<file path="src/source/zynq_host_pkg.sv">
`default_nettype none

package zynq_host_pkg;

  ////////////////////
  // host register port

  localparam int host_data_width_gp = 32;
  localparam int host_addr_width_gp = 3;

  // writable registers, addresses 0 to 3
  localparam int csr_reset_gp     = 0;
  localparam int csr_bitbang_gp   = 1;
  localparam int csr_dram_base_gp = 2;
  localparam int csr_rom_addr_gp  = 3;
  localparam int num_csr_gp       = 4;

  // status registers, read above the writable block
  localparam int stat_xlate_count_gp = 0;
  localparam int stat_rom_data_gp    = 1;

  ////////////////////
  // cache dma and memory

  localparam int dma_addr_width_gp = 24;
  localparam int lg_num_cache_gp   = 3;
  localparam int mem_addr_width_gp = 32;

  ////////////////////
  // defaults for the top level

  localparam int rom_els_gp     = 8;
  localparam int reset_depth_gp = 3;

endpackage

`default_nettype wire

</file>
<file path="src/source/config_rom.sv">
`timescale 1ns/10ps
`default_nettype none

module config_rom
  #(parameter int rom_els_p = zynq_host_pkg::rom_els_gp)
  (  input  logic [zynq_host_pkg::host_data_width_gp-1:0] addr_i
   , output logic [zynq_host_pkg::host_data_width_gp-1:0] data_o
   );

  import zynq_host_pkg::*;

  always_comb
    begin
      data_o = '0;
      if (addr_i < rom_els_p)
        begin
          case (addr_i)
            0: data_o = 32'h0001_0000;
            1: data_o = 32'd4;
            2: data_o = 32'd4;
            3: data_o = host_data_width_gp'(2**lg_num_cache_gp);
            4: data_o = host_data_width_gp'(dma_addr_width_gp);
            5: data_o = host_data_width_gp'(mem_addr_width_gp);
            // host space below this address
            6: data_o = 32'h0020_0000;
            7: data_o = 32'hB1AD_0001;
            default: data_o = '0;
          endcase
        end
    end

endmodule

`default_nettype wire

</file>
<file path="src/source/tag_bitbang.sv">
`timescale 1ns/10ps
`default_nettype none

module tag_bitbang
  (  input  logic aclk
   , input  logic reset_i

   , input  logic data_i
   , input  logic v_i
   , output logic ready_o

   , output logic tag_clk_o
   , output logic tag_data_o
   );

  localparam logic [1:0] s_idle  = 2'd0;
  localparam logic [1:0] s_setup = 2'd1;
  localparam logic [1:0] s_high  = 2'd2;

  logic [1:0] state_r;
  logic       clk_r;
  logic       data_r;

  // data leads the rising tag clock by one cycle
  always_ff @(posedge aclk)
    begin
      if (reset_i)
        begin
          state_r <= s_idle;
          clk_r   <= 1'b0;
          data_r  <= 1'b0;
        end
      else
        begin
          case (state_r)
            s_idle:
              begin
                if (v_i)
                  begin
                    data_r  <= data_i;
                    state_r <= s_setup;
                  end
              end
            s_setup:
              begin
                clk_r   <= 1'b1;
                state_r <= s_high;
              end
            default:
              begin
                clk_r   <= 1'b0;
                state_r <= s_idle;
              end
          endcase
        end
    end

  assign ready_o    = (state_r == s_idle);
  assign tag_clk_o  = clk_r;
  assign tag_data_o = data_r;

endmodule

`default_nettype wire

</file>
<file path="src/source/dram_addr_map.sv">
`timescale 1ns/10ps
`default_nettype none

module dram_addr_map
  (  input  logic                                        aclk
   , input  logic                                        reset_i

   , input  logic [zynq_host_pkg::mem_addr_width_gp-1:0]  dram_base_i

   , input  logic                                        dma_req_i
   , input  logic [zynq_host_pkg::lg_num_cache_gp-1:0]    dma_cache_id_i
   , input  logic [zynq_host_pkg::dma_addr_width_gp-1:0]  dma_addr_i
   , output logic                                        dma_ack_o

   , output logic                                        mem_req_o
   , output logic [zynq_host_pkg::mem_addr_width_gp-1:0]  mem_addr_o
   , input  logic                                        mem_ack_i

   , output logic [zynq_host_pkg::host_data_width_gp-1:0] xlate_count_o
   );

  import zynq_host_pkg::*;

  // line address bits kept below the cache id
  localparam int low_bits_lp = dma_addr_width_gp - lg_num_cache_gp;

  logic [mem_addr_width_gp-1:0]  line_addr;
  logic [mem_addr_width_gp-1:0]  addr_r;
  logic [host_data_width_gp-1:0] count_r;
  logic                          mem_req_r;
  logic                          dma_ack_r;
  logic                          idle;

  assign line_addr = mem_addr_width_gp'({dma_cache_id_i, dma_addr_i[low_bits_lp-1:0]});
  assign idle      = ~mem_req_r & ~dma_ack_r & ~mem_ack_i;

  always_ff @(posedge aclk)
    begin
      if (reset_i)
        begin
          mem_req_r <= 1'b0;
          dma_ack_r <= 1'b0;
          count_r   <= '0;
        end
      else
        begin
          // ack toward the cache trails the memory ack by one cycle
          dma_ack_r <= mem_ack_i;
          if (idle & dma_req_i)
            mem_req_r <= 1'b1;
          else if (mem_req_r & ~dma_req_i)
            mem_req_r <= 1'b0;
          if (mem_ack_i & ~dma_ack_r)
            count_r <= count_r + 1'b1;
        end
    end

  always_ff @(posedge aclk)
    begin
      if (idle & dma_req_i)
        addr_r <= line_addr + dram_base_i;
    end

  assign mem_req_o     = mem_req_r;
  assign mem_addr_o    = addr_r;
  assign dma_ack_o     = dma_ack_r;
  assign xlate_count_o = count_r;

endmodule

`default_nettype wire

</file>
<file path="src/source/csr_shell.sv">
`timescale 1ns/10ps
`default_nettype none

module csr_shell
  #(parameter int reset_depth_p = zynq_host_pkg::reset_depth_gp)
  (  input  logic                                       aclk
   , input  logic                                       reset_i

   , input  logic                                       host_req_i
   , input  logic                                       host_we_i
   , input  logic [zynq_host_pkg::host_addr_width_gp-1:0] host_addr_i
   , input  logic [zynq_host_pkg::host_data_width_gp-1:0] host_wdata_i
   , output logic                                       host_ack_o
   , output logic [zynq_host_pkg::host_data_width_gp-1:0] host_rdata_o

   , output logic                                       bb_data_o
   , output logic                                       bb_v_o
   , output logic [zynq_host_pkg::mem_addr_width_gp-1:0]  dram_base_o
   , output logic [zynq_host_pkg::host_data_width_gp-1:0] rom_addr_o
   , output logic                                       machine_reset_o

   , input  logic [zynq_host_pkg::host_data_width_gp-1:0] rom_data_i
   , input  logic [zynq_host_pkg::host_data_width_gp-1:0] xlate_count_i
   );

  import zynq_host_pkg::*;

  localparam int csr_idx_width_lp = $clog2(num_csr_gp);

  logic [host_data_width_gp-1:0] csr_r [num_csr_gp];
  logic [host_data_width_gp-1:0] rdata_mux;
  logic [host_data_width_gp-1:0] rdata_r;
  logic [reset_depth_p-1:0]      rst_chain_r;
  logic                          ack_r;
  logic                          bb_v_r;
  logic                          access_en;
  logic                          csr_we;

  // a new request is served on the edge that raises ack
  assign access_en = host_req_i & ~ack_r;
  assign csr_we    = access_en & host_we_i & (host_addr_i < num_csr_gp);

  always_ff @(posedge aclk)
    begin
      if (reset_i)
        begin
          ack_r  <= 1'b0;
          bb_v_r <= 1'b0;
          for (int i = 0; i < num_csr_gp; i++)
            csr_r[i] <= '0;
        end
      else
        begin
          ack_r  <= host_req_i;
          bb_v_r <= csr_we & (host_addr_i == host_addr_width_gp'(csr_bitbang_gp));
          if (csr_we)
            csr_r[host_addr_i[csr_idx_width_lp-1:0]] <= host_wdata_i;
        end
    end

  ////////////////////
  // readback

  always_comb
    begin
      rdata_mux = '0;
      if (host_addr_i < num_csr_gp)
        rdata_mux = csr_r[host_addr_i[csr_idx_width_lp-1:0]];
      else if (host_addr_i == host_addr_width_gp'(num_csr_gp + stat_xlate_count_gp))
        rdata_mux = xlate_count_i;
      else if (host_addr_i == host_addr_width_gp'(num_csr_gp + stat_rom_data_gp))
        rdata_mux = rom_data_i;
    end

  always_ff @(posedge aclk)
    begin
      if (access_en)
        rdata_r <= rdata_mux;
    end

  ////////////////////
  // machine reset release

  // bit 0 of the reset register is an active low reset for the machine
  always_ff @(posedge aclk)
    begin
      if (reset_i)
        rst_chain_r <= '1;
      else
        begin
          rst_chain_r[0] <= ~csr_r[csr_reset_gp][0];
          for (int i = 1; i < reset_depth_p; i++)
            rst_chain_r[i] <= rst_chain_r[i-1];
        end
    end

  assign host_ack_o      = ack_r;
  assign host_rdata_o    = rdata_r;
  assign bb_data_o       = csr_r[csr_bitbang_gp][0];
  assign bb_v_o          = bb_v_r;
  assign dram_base_o     = csr_r[csr_dram_base_gp];
  assign rom_addr_o      = csr_r[csr_rom_addr_gp];
  assign machine_reset_o = rst_chain_r[reset_depth_p-1];

endmodule

`default_nettype wire

</file>
<file path="src/source/zynq_host_top.sv">
`timescale 1ns/10ps
`default_nettype none

module zynq_host_top
  (  input  logic                                        aclk
   , input  logic                                        reset_i

   , input  logic                                        host_req_i
   , input  logic                                        host_we_i
   , input  logic [zynq_host_pkg::host_addr_width_gp-1:0] host_addr_i
   , input  logic [zynq_host_pkg::host_data_width_gp-1:0] host_wdata_i
   , output logic                                        host_ack_o
   , output logic [zynq_host_pkg::host_data_width_gp-1:0] host_rdata_o

   , output logic                                        tag_clk_o
   , output logic                                        tag_data_o
   , output logic                                        machine_reset_o

   , input  logic                                        dma_req_i
   , input  logic [zynq_host_pkg::lg_num_cache_gp-1:0]    dma_cache_id_i
   , input  logic [zynq_host_pkg::dma_addr_width_gp-1:0]  dma_addr_i
   , output logic                                        dma_ack_o

   , output logic                                        mem_req_o
   , output logic [zynq_host_pkg::mem_addr_width_gp-1:0]  mem_addr_o
   , input  logic                                        mem_ack_i
   );

  import zynq_host_pkg::*;

  logic                          bb_data;
  logic                          bb_v;
  logic                          bb_ready;
  logic [mem_addr_width_gp-1:0]  dram_base;
  logic [host_data_width_gp-1:0] rom_addr;
  logic [host_data_width_gp-1:0] rom_data;
  logic [host_data_width_gp-1:0] xlate_count;
  logic                          machine_reset;

  ////////////////////
  // host registers

  csr_shell
   #(.reset_depth_p(reset_depth_gp))
   u_csr
    (.aclk            (aclk)
     ,.reset_i        (reset_i)
     ,.host_req_i     (host_req_i)
     ,.host_we_i      (host_we_i)
     ,.host_addr_i    (host_addr_i)
     ,.host_wdata_i   (host_wdata_i)
     ,.host_ack_o     (host_ack_o)
     ,.host_rdata_o   (host_rdata_o)
     ,.bb_data_o      (bb_data)
     ,.bb_v_o         (bb_v)
     ,.dram_base_o    (dram_base)
     ,.rom_addr_o     (rom_addr)
     ,.machine_reset_o(machine_reset)
     ,.rom_data_i     (rom_data)
     ,.xlate_count_i  (xlate_count)
     );

  config_rom
   #(.rom_els_p(rom_els_gp))
   u_rom
    (.addr_i  (rom_addr)
     ,.data_o (rom_data)
     );

  // software polls, a bit sent while busy is dropped
  tag_bitbang
   u_bb
    (.aclk       (aclk)
     ,.reset_i   (reset_i)
     ,.data_i    (bb_data)
     ,.v_i       (bb_v & bb_ready)
     ,.ready_o   (bb_ready)
     ,.tag_clk_o (tag_clk_o)
     ,.tag_data_o(tag_data_o)
     );

  ////////////////////
  // dram address map

  dram_addr_map
   u_map
    (.aclk           (aclk)
     ,.reset_i       (machine_reset)
     ,.dram_base_i   (dram_base)
     ,.dma_req_i     (dma_req_i)
     ,.dma_cache_id_i(dma_cache_id_i)
     ,.dma_addr_i    (dma_addr_i)
     ,.dma_ack_o     (dma_ack_o)
     ,.mem_req_o     (mem_req_o)
     ,.mem_addr_o    (mem_addr_o)
     ,.mem_ack_i     (mem_ack_i)
     ,.xlate_count_o (xlate_count)
     );

  assign machine_reset_o = machine_reset;

endmodule

`default_nettype wire

</file>
<file path="config.mk">
export PLATFORM = sky130hd
export DESIGN_NAME = zynq_host_top
export DESIGN_NICKNAME = d
export VERILOG_FILES = /design/src/source/zynq_host_pkg.sv /design/src/source/config_rom.sv /design/src/source/tag_bitbang.sv /design/src/source/dram_addr_map.sv /design/src/source/csr_shell.sv /design/src/source/zynq_host_top.sv
export SDC_FILE = /design/constraint.sdc
export NUM_CORES = 1
export LEC_CHECK = 0
export BUFFER_PORTS_ARGS = -buffer_cell sky130_fd_sc_hd__buf_2
export CORE_MARGIN = 2
export CORE_UTILIZATION = 59
export CTS_CLUSTER_DIAMETER = 40
export DETAILED_ROUTE_END_ITERATION = 8
export GPL_ROUTABILITY_DRIVEN = 0
export PLACE_DENSITY = 0.83
export SLEW_MARGIN = 20
export SYNTH_ARGS = -nofsm -noshare
export SYNTH_HDL_FRONTEND = slang
export SYNTH_HIERARCHICAL = 1
export SYNTH_SLANG_ARGS = --single-unit
</file>
<file path="constraint.sdc">
create_clock -name aclk -period 5.5 [get_ports aclk]
set_input_delay 0.275 -clock aclk [delete_from_list [all_inputs] [get_ports aclk]]
set_output_delay 0.275 -clock aclk [all_outputs]
set_load 0.02 [all_outputs]
</file>
==> flow_summary_export.csv, run 1 <==
group,metric,value,unit
timing,rsz0062_at_grt,"false",
clock_tree,ctsHoldBuffers,0,
synth,syn-cell-area,12060,um2
worst_setup_path,cpLargestDelayFamily,"compound AO/OA/AOI/OAI gates",
timing,final.min_clock_period,2989,ps
clock_tree,cts-root-buf,"clkbuf_16",
placed_design,dp_cells,1347,
global_route,grt_use_met2,42.44,%
timing,slew_viol_final,0,
synth,synth_edf_count,192,
global_route,grt_antenna_before_repair,1,
detailed_routing,drt-initial-drc-count,711,
die,initial_utilization,59.79,%
clock_tree,postCtsSetupBuffers,0,
pwr,powerDensity,334.5,nW/um2
worst_setup_path,critPathBufInv,0,
detailed_routing,wire_per_inst,19.82,um
die,die_area,21600,um2
global_route,grt_usage,25.86,%
global_route,grt.busiest_layer,"met2",
run,cap_violations,0,
detailed_routing,drc_errors,0,
clock_tree,clockBufferDepth,3,
synth,synthMuxAreaShare,8.394,%
clock_tree,cts.htree.levels,2,
global_route,grt_max_degree,53,
global_route,met1_usage,35.06,%
worst_setup_path,timing_worst_setup_path_type,"reg -> reg",
synth,ys.flop_type,"edfxtp_1",
worst_setup_path,crit_chain,"ha_1 -> fa_1 -> a21o_1 -> a221oi_1 -> nor2_1 -> o211ai_2 -> a21boi_0 -> xor2_1",
pwr,vdd_drop_max,0.3488,mV
detailed_routing,drtPass1Iterations,5,
worst_setup_path,slowest_stage,"a221oi_1",
timing,slew_headroom,28.46,%
detailed_routing,wirelength,27.95,mm
final_layout,final_cell_mix,"edfxtp_1, buf_2, and2_1, mux2i_1, nor2_1",
worst_setup_path,crit_fanout,5,
placed_design,io_buffers,134,
timing,worst_pin_slew,1073,ps
pwr,p_leak,5.619,nW
synth,synth_compound_area_share,8.767,%
timing,setup_tns,0,ps
worst_setup_path,startpoint_type,"flop",
clock_tree,cts.sinks,235,
synth,synthAdderAreaFrac,3.071,%
final_layout,post-route-cell-area,14030,um2
final_layout,layout-drive-gt1-share,23.79,%
die,die_h,147.0,um
global_route,grt_pass1_wl,43.06,mm
worst_setup_path,critPathRequiredTime,5750,ps
detailed_routing,viasPerCell,5.765,
outcome,outcome,"complete, no violations",
die,rows,52,
detailed_routing,postRouteAntennaNets,0,
global_route,overflow,0,
global_route,met3_usage,4.627,%
final_layout,fin_util,69.54,%
detailed_routing,vias,8128,
clock_tree,tritoncts,"yes",
clock_tree,ctsResizeCount,0,
synth,synth-xor-area-share,3.777,%
synth,synth_cell_types,69,
final_layout,area_growth,16.31,%
synth,async_flop_share,0,%
worst_setup_path,critPathCaptureType,"flop",
clock_tree,clock_latency,510,ps
final_layout,instances_no_fill,1410,
final_layout,fin_nets,1211,
placed_design,hpwl,18.11,mm
die,dieWidth,147.0,um
synth,yosysSeqAreaShare,54.95,%
die,pin_count,138,
global_route,grt_pass1_vias,8024,
worst_hold_path,min_path_type,"in -> reg",
synth,ys_ff_latch,235,
synth,synth_top_family_by_area,"simple AND/OR/NAND/NOR gates",
synth,avgSynthCellArea,12.24,um2
placed_design,placed_cell_area,12810,um2
final_layout,layout_commonest_cell,"edfxtp_1",
timing,fin_crit_sh,54.35,%
worst_setup_path,slowest_delay,510,ps
synth,yosysWarnings,6,
clock_tree,cts_buffers,35,
timing,setup_viol,0,
synth,synth-simple-area-share,17.08,%
timing,hold_viol_final,0,
worst_setup_path,cp_data_arrival_time,3240,ps
clock_tree,clk_pin_slew,50,ps
timing,fmax,334.6,MHz
die,core-area,20170,um2
timing,final.setup_skew,21.84,ps
synth,synthCells,985,
[power breakdown]
part | switching [mW] | total [mW] | internal [mW]
Combinational | 0.240 | 0.378 | 0.138
Clock | 0.825 | 2.29 | 1.46
Sequential | 0.0292 | 2.03 | 2.00
[worst paths after layout]
path                                           start              endpoint  slack (ps)  cells past startpoint
worst max-delay path               u_csr/csr_r[2][0]  u_map/mem_addr_o[30]        2510                      8
worst min-delay path                       dma_req_i       u_map/mem_req_o          60                      2
worst max register to register     u_csr/csr_r[2][0]  u_map/mem_addr_o[30]        2510                      8
worst min register to register  u_csr/rst_chain_r[1]  u_csr/rst_chain_r[2]         410                      1
[through the flow]
stage	hold slack [ps]	setup slack (ps)	total power, mW
floorplan	350.8	1155	2.320
global placement	394.8	2464	2.427
detailed placement	403.4	2426	2.437
CTS	42.26	2537	4.717
global route	49.53	2402	4.821
finish	60.01	2511	4.691
[cell type report]
type                    count  area (um2)
diodes                      1       2.502
flip-flops and latches    235        6626
multi-input cells         686        5049
clock buffers              43       968.4
fillers                  1429        6143
repair buffers            146       763.2
clock inverters            19       241.5
well taps                 270       337.8
inverters                  10       37.54
[flip-flops by register name, indices dropped and copies added (netlist names)]
signal and flops:
u_map/xlate_count_o 32, u_bb/tag_data_o 1, u_map/mem_addr_o 32, u_csr/csr_r 128
u_map/mem_req_o 1, u_csr/host_rdata_o 32, u_csr/bb_v_o 1, u_bb/state_r 2
u_csr/host_ack_o 1, u_csr/rst_chain_r 3, u_bb/tag_clk_o 1, u_map/dma_ack_o 1
[layer usage]
layer	routed length, um	up-vias
li1	-	3823
met1	11720	3885
met2	13200	361
met3	2214	59
met4	813	0
met5	0	-
[worst register-to-register path, cell delays in order (launching register included)]
cell	delay [ps]
edfxtp_1	450
ha_1	250
fa_1	400
a21o_1	230
a221oi_1	510
nor2_1	230
o211ai_2	320
a21boi_0	190
xor2_1	170
[cells in the mapped netlist, types with 6 or more instances]
| library cell | count | area share, % |
|---|---|---|
| nand3_1 | 12 | 0.50 |
| nor2_1 | 54 | 1.7 |
| xor2_1 | 29 | 2.1 |
| inv_1 | 10 | 0.31 |
| nor3_1 | 15 | 0.62 |
| buf_2 | 17 | 0.71 |
| and2_2 | 32 | 2.0 |
| o22a_1 | 32 | 2.3 |
| nand2b_1 | 8 | 0.42 |
| or3_1 | 6 | 0.31 |
| mux2i_1 | 100 | 8.3 |
| buf_4 | 30 | 1.9 |
| dfxtp_1 | 43 | 7.1 |
| clkbuf_1 | 15 | 0.47 |
| and2_1 | 100 | 5.2 |
| a21oi_1 | 31 | 1.3 |
| and3_1 | 9 | 0.47 |
| edfxtp_1 | 192 | 48 |
| xnor2_1 | 23 | 1.7 |
| nor4_4 | 6 | 1.1 |
| a211oi_1 | 7 | 0.44 |
| nand4_1 | 8 | 0.42 |
| nand2_1 | 45 | 1.4 |
| ha_1 | 28 | 2.9 |
| o21ai_0 | 49 | 2.0 |
| nor2b_1 | 6 | 0.31 |
[kinds of logic after synthesis]
family                   count (synthesis)
XOR/XNOR                                52
multiplexers                           101
other                                    1
flip-flops                             235
buffers and inverters                   81
AND/OR/NAND/NOR                        332
adder cells (fa/ha/maj)                 29
AO/OA/AOI/OAI                          154
Note: power is estimated with default switching activity, not from simulation.
==> inputs of run 2 (changes only) <==
--- a/config.mk
+++ b/config.mk
@@ -5,13 +5,14 @@
 export SDC_FILE = /design/constraint.sdc
 export NUM_CORES = 1
 export LEC_CHECK = 0
+export ABC_AREA = 1
 export BUFFER_PORTS_ARGS = -buffer_cell sky130_fd_sc_hd__buf_2
 export CORE_MARGIN = 2
-export CORE_UTILIZATION = 59
+export CORE_UTILIZATION = 60
 export CTS_CLUSTER_DIAMETER = 40
 export DETAILED_ROUTE_END_ITERATION = 8
 export GPL_ROUTABILITY_DRIVEN = 0
-export PLACE_DENSITY = 0.83
+export PLACE_DENSITY = 0.84
 export SLEW_MARGIN = 20
 export SYNTH_ARGS = -nofsm -noshare
 export SYNTH_HDL_FRONTEND = slang
==> constraint.sdc (replaced) <==
create_clock -name aclk -period 2.91 [get_ports aclk]
set_input_delay 0.1455 -clock aclk [delete_from_list [all_inputs] [get_ports aclk]]
set_output_delay 0.1455 -clock aclk [all_outputs]
set_load 0.02 [all_outputs]
==> flow_summary_export.csv, run 2 <==
group,metric,value,unit
outcome,outcome,"complete, no violations",
final_layout,post-route-cell-area,15460,um2
die,pin_count,138,
clock_tree,postCtsSetupBuffers,0,
synth,synth_top_cell_area_share,43.09,%
synth,synth_commonest_cells,"nand2_1, inv_1, edfxtp_1",
global_route,overflow,0,
die,dieWidth,153.3,um
die,die_area,23510,um2
synth,avgSynthCellArea,7.615,um2
timing,setup_viol,0,
detailed_routing,drt-initial-drc-count,1359,
clock_tree,clk_pin_slew,60,ps
final_layout,largest_register_ffs,128,
timing,slew_viol_final,0,
final_layout,diodes,0,
detailed_routing,viasPerCell,5.355,
pwr,p_leak,7.619,nW
pwr,clkPwrFrac,47.2,%
run,cap_violations,0,
worst_setup_path,startpoint_type,"flop",
placed_design,dp_cells,2129,
timing,setup_tns,0,ps
die,core-area,21820,um2
synth,ys.flop_type,"edfxtp_1",
global_route,grt_usage,29.24,%
final_layout,fin_nets,1988,
pwr,swShare,24.54,%
placed_design,place_ws,649.7,ps
pwr,finalPower,8.902,mW
worst_setup_path,r2r-end,"u_map/mem_addr_o[28]",
detailed_routing,wirelength,34.58,mm
final_layout,layout_commonest_cell,"nand2_1",
clock_tree,ctsResizeCount,0,
worst_setup_path,timing_worst_setup_path_type,"reg -> reg",
worst_setup_path,critPathRequiredTime,3170,ps
detailed_routing,postRouteAntennaNets,0,
clock_tree,cts.sinks,235,
synth,synth_cell_types,41,
worst_hold_path,hold_end,"u_csr/csr_r[3][3]",
global_route,grt_max_degree,66,
clock_tree,cts.htree.levels,2,
detailed_routing,vias,11760,
die,initial_utilization,61.31,%
synth,synth_edf_count,192,
worst_hold_path,min_path_type,"in -> reg",
clock_tree,cts_buffers,34,
final_layout,area_growth,15.52,%
pwr,combinationalPowerShare,9.8,%
global_route,grt_pass1_wl,55.08,mm
final_layout,final_cell_mix,"nand2_1, inv_1, edfxtp_1, nor2_1, nand3_1",
synth,yosysSeqAreaShare,49.52,%
clock_tree,ctsHoldBuffers,6,
timing,hold_viol_final,0,
timing,final.setup_skew,11.50,ps
detailed_routing,drc_errors,0,
synth,synth.most_common_cell,"nand2_1",
synth,ys_ff_latch,235,
synth,yosysWarnings,6,
worst_setup_path,r2r_start,"u_csr/csr_r[2][0]",
pwr,p_int,6.717,mW
detailed_routing,wire_per_inst,15.75,um
final_layout,largest_register,"u_csr/csr_r",
timing,rsz0062_at_grt,"false",
global_route,grt_pass1_vias,11540,
timing,worst_pin_slew,897.0,ps
timing,setup_ws,534.0,ps
clock_tree,clock_latency,510,ps
placed_design,placed_cell_area,14230,um2
synth,yosys.area.top_type,"edfxtp_1",
worst_hold_path,hp-start,"host_wdata_i[3]",
timing,final.min_clock_period,2376,ps
synth,synth_area_leaders,"edfxtp_1, nand2_1, inv_1, dfxtp_1, nand3_1",
global_route,grt_antenna_before_repair,0,
placed_design,hpwl,23.39,mm
worst_setup_path,critPathCaptureType,"flop",
synth,async_flop_share,0,%
pwr,powerDensity,575.9,nW/um2
detailed_routing,drtPass1Iterations,8,
final_layout,fin_util,70.83,%
final_layout,instances_no_fill,2196,
worst_setup_path,reg2regPathDepth,12,
timing,slew_headroom,40.13,%
die,rows,54,
placed_design,io_buffers,134,
clock_tree,tritoncts,"yes",
worst_hold_path,min_delay_path_depth,3,
worst_setup_path,cp_data_arrival_time,2630,ps
final_layout,layout-drive-gt1-share,12.94,%
synth,synthCells,1757,
worst_setup_path,regToRegSetupSlack,530,ps
die,die_h,153.3,um
pwr,seq_power_share,43.0,%
clock_tree,cts-root-buf,"clkbuf_16",
worst_setup_path,crit_fanout,4,
pwr,vdd_drop_max,0.4945,mV
synth,syn-cell-area,13380,um2
timing,fin_crit_sh,81.65,%
pwr,switchingPower,2.184,mW
timing,fin_hold_ws,11.73,ps
timing,fmax,420.9,MHz
clock_tree,clockBufferDepth,3,
## run 2: final cells by class
class	count	area, um2
sequential	235	6626
inverter	300	1126
fill	1610	6366
tap	280	350.3
clock inverter	18	219.0
timing repair buffer	165	918.4
multi-input combinational	1155	5269
clock buffer	43	948.4
## run 2: routing by layer
layer	global-route usage, %	vias up	wire length (um)
met5	0	-	0
met4	13.98	0	1407
met3	4.480	108	3124
met2	49.55	590	16860
met1	36.90	5343	13190
li1	-	5718	-
## run 2: cell families (layout without fill, tap and decap cells)
group | after synthesis | after routing | synth area share [%]
simple gates | 1029 | 1029 | 32.18
buf+inv | 384 | 526 | 11.79
flops | 235 | 235 | 49.52
compound gates | 59 | 59 | 2.403
fa+ha+maj | 29 | 29 | 2.768
xor+xnor | 20 | 20 | 1.309
other cells | 1 | 18 | 0.02803
## run 2: worst max-delay path by stage
stage,from,endpoint,slack (ps),cells past startpoint
after floorplan,u_csr/host_ack_o,u_csr/csr_r[0][0],-720,6
after detailed placement,u_csr/csr_r[2][0],u_map/mem_addr_o[28],650,12
after CTS,u_csr/csr_r[2][0],u_map/mem_addr_o[28],590,12
after global routing,u_csr/csr_r[2][0],u_map/mem_addr_o[28],410,12
final,u_csr/csr_r[2][0],u_map/mem_addr_o[28],530,12
after global placement,u_csr/csr_r[2][0],u_map/mem_addr_o[28],730,12
## run 2: power by group through the flow
| stage | sequential, mW | clock, mW | combinational (mW) |
|---|---|---|---|
| after floorplan | 3.96 | 0 | 0.494 |
| after CTS | 3.82 | 4.24 | 0.858 |
| after detailed placement | 3.89 | 0 | 0.837 |
| final | 3.82 | 4.20 | 0.875 |
| after global placement | 3.89 | 0 | 0.812 |
| after global routing | 3.83 | 4.37 | 0.955 |
## run 2: critical path, stage by stage (launching register included)
cell and delay [ps]:
edfxtp_1 390, ha_1 250, fa_1 460, nand3_1 130, nand3_1 120, nand2_1 100, nand2_1 140, nand2_1 110
nand2_1 130, nand2_1 140, nand2_1 60, nand2_1 60, nand2_1 50
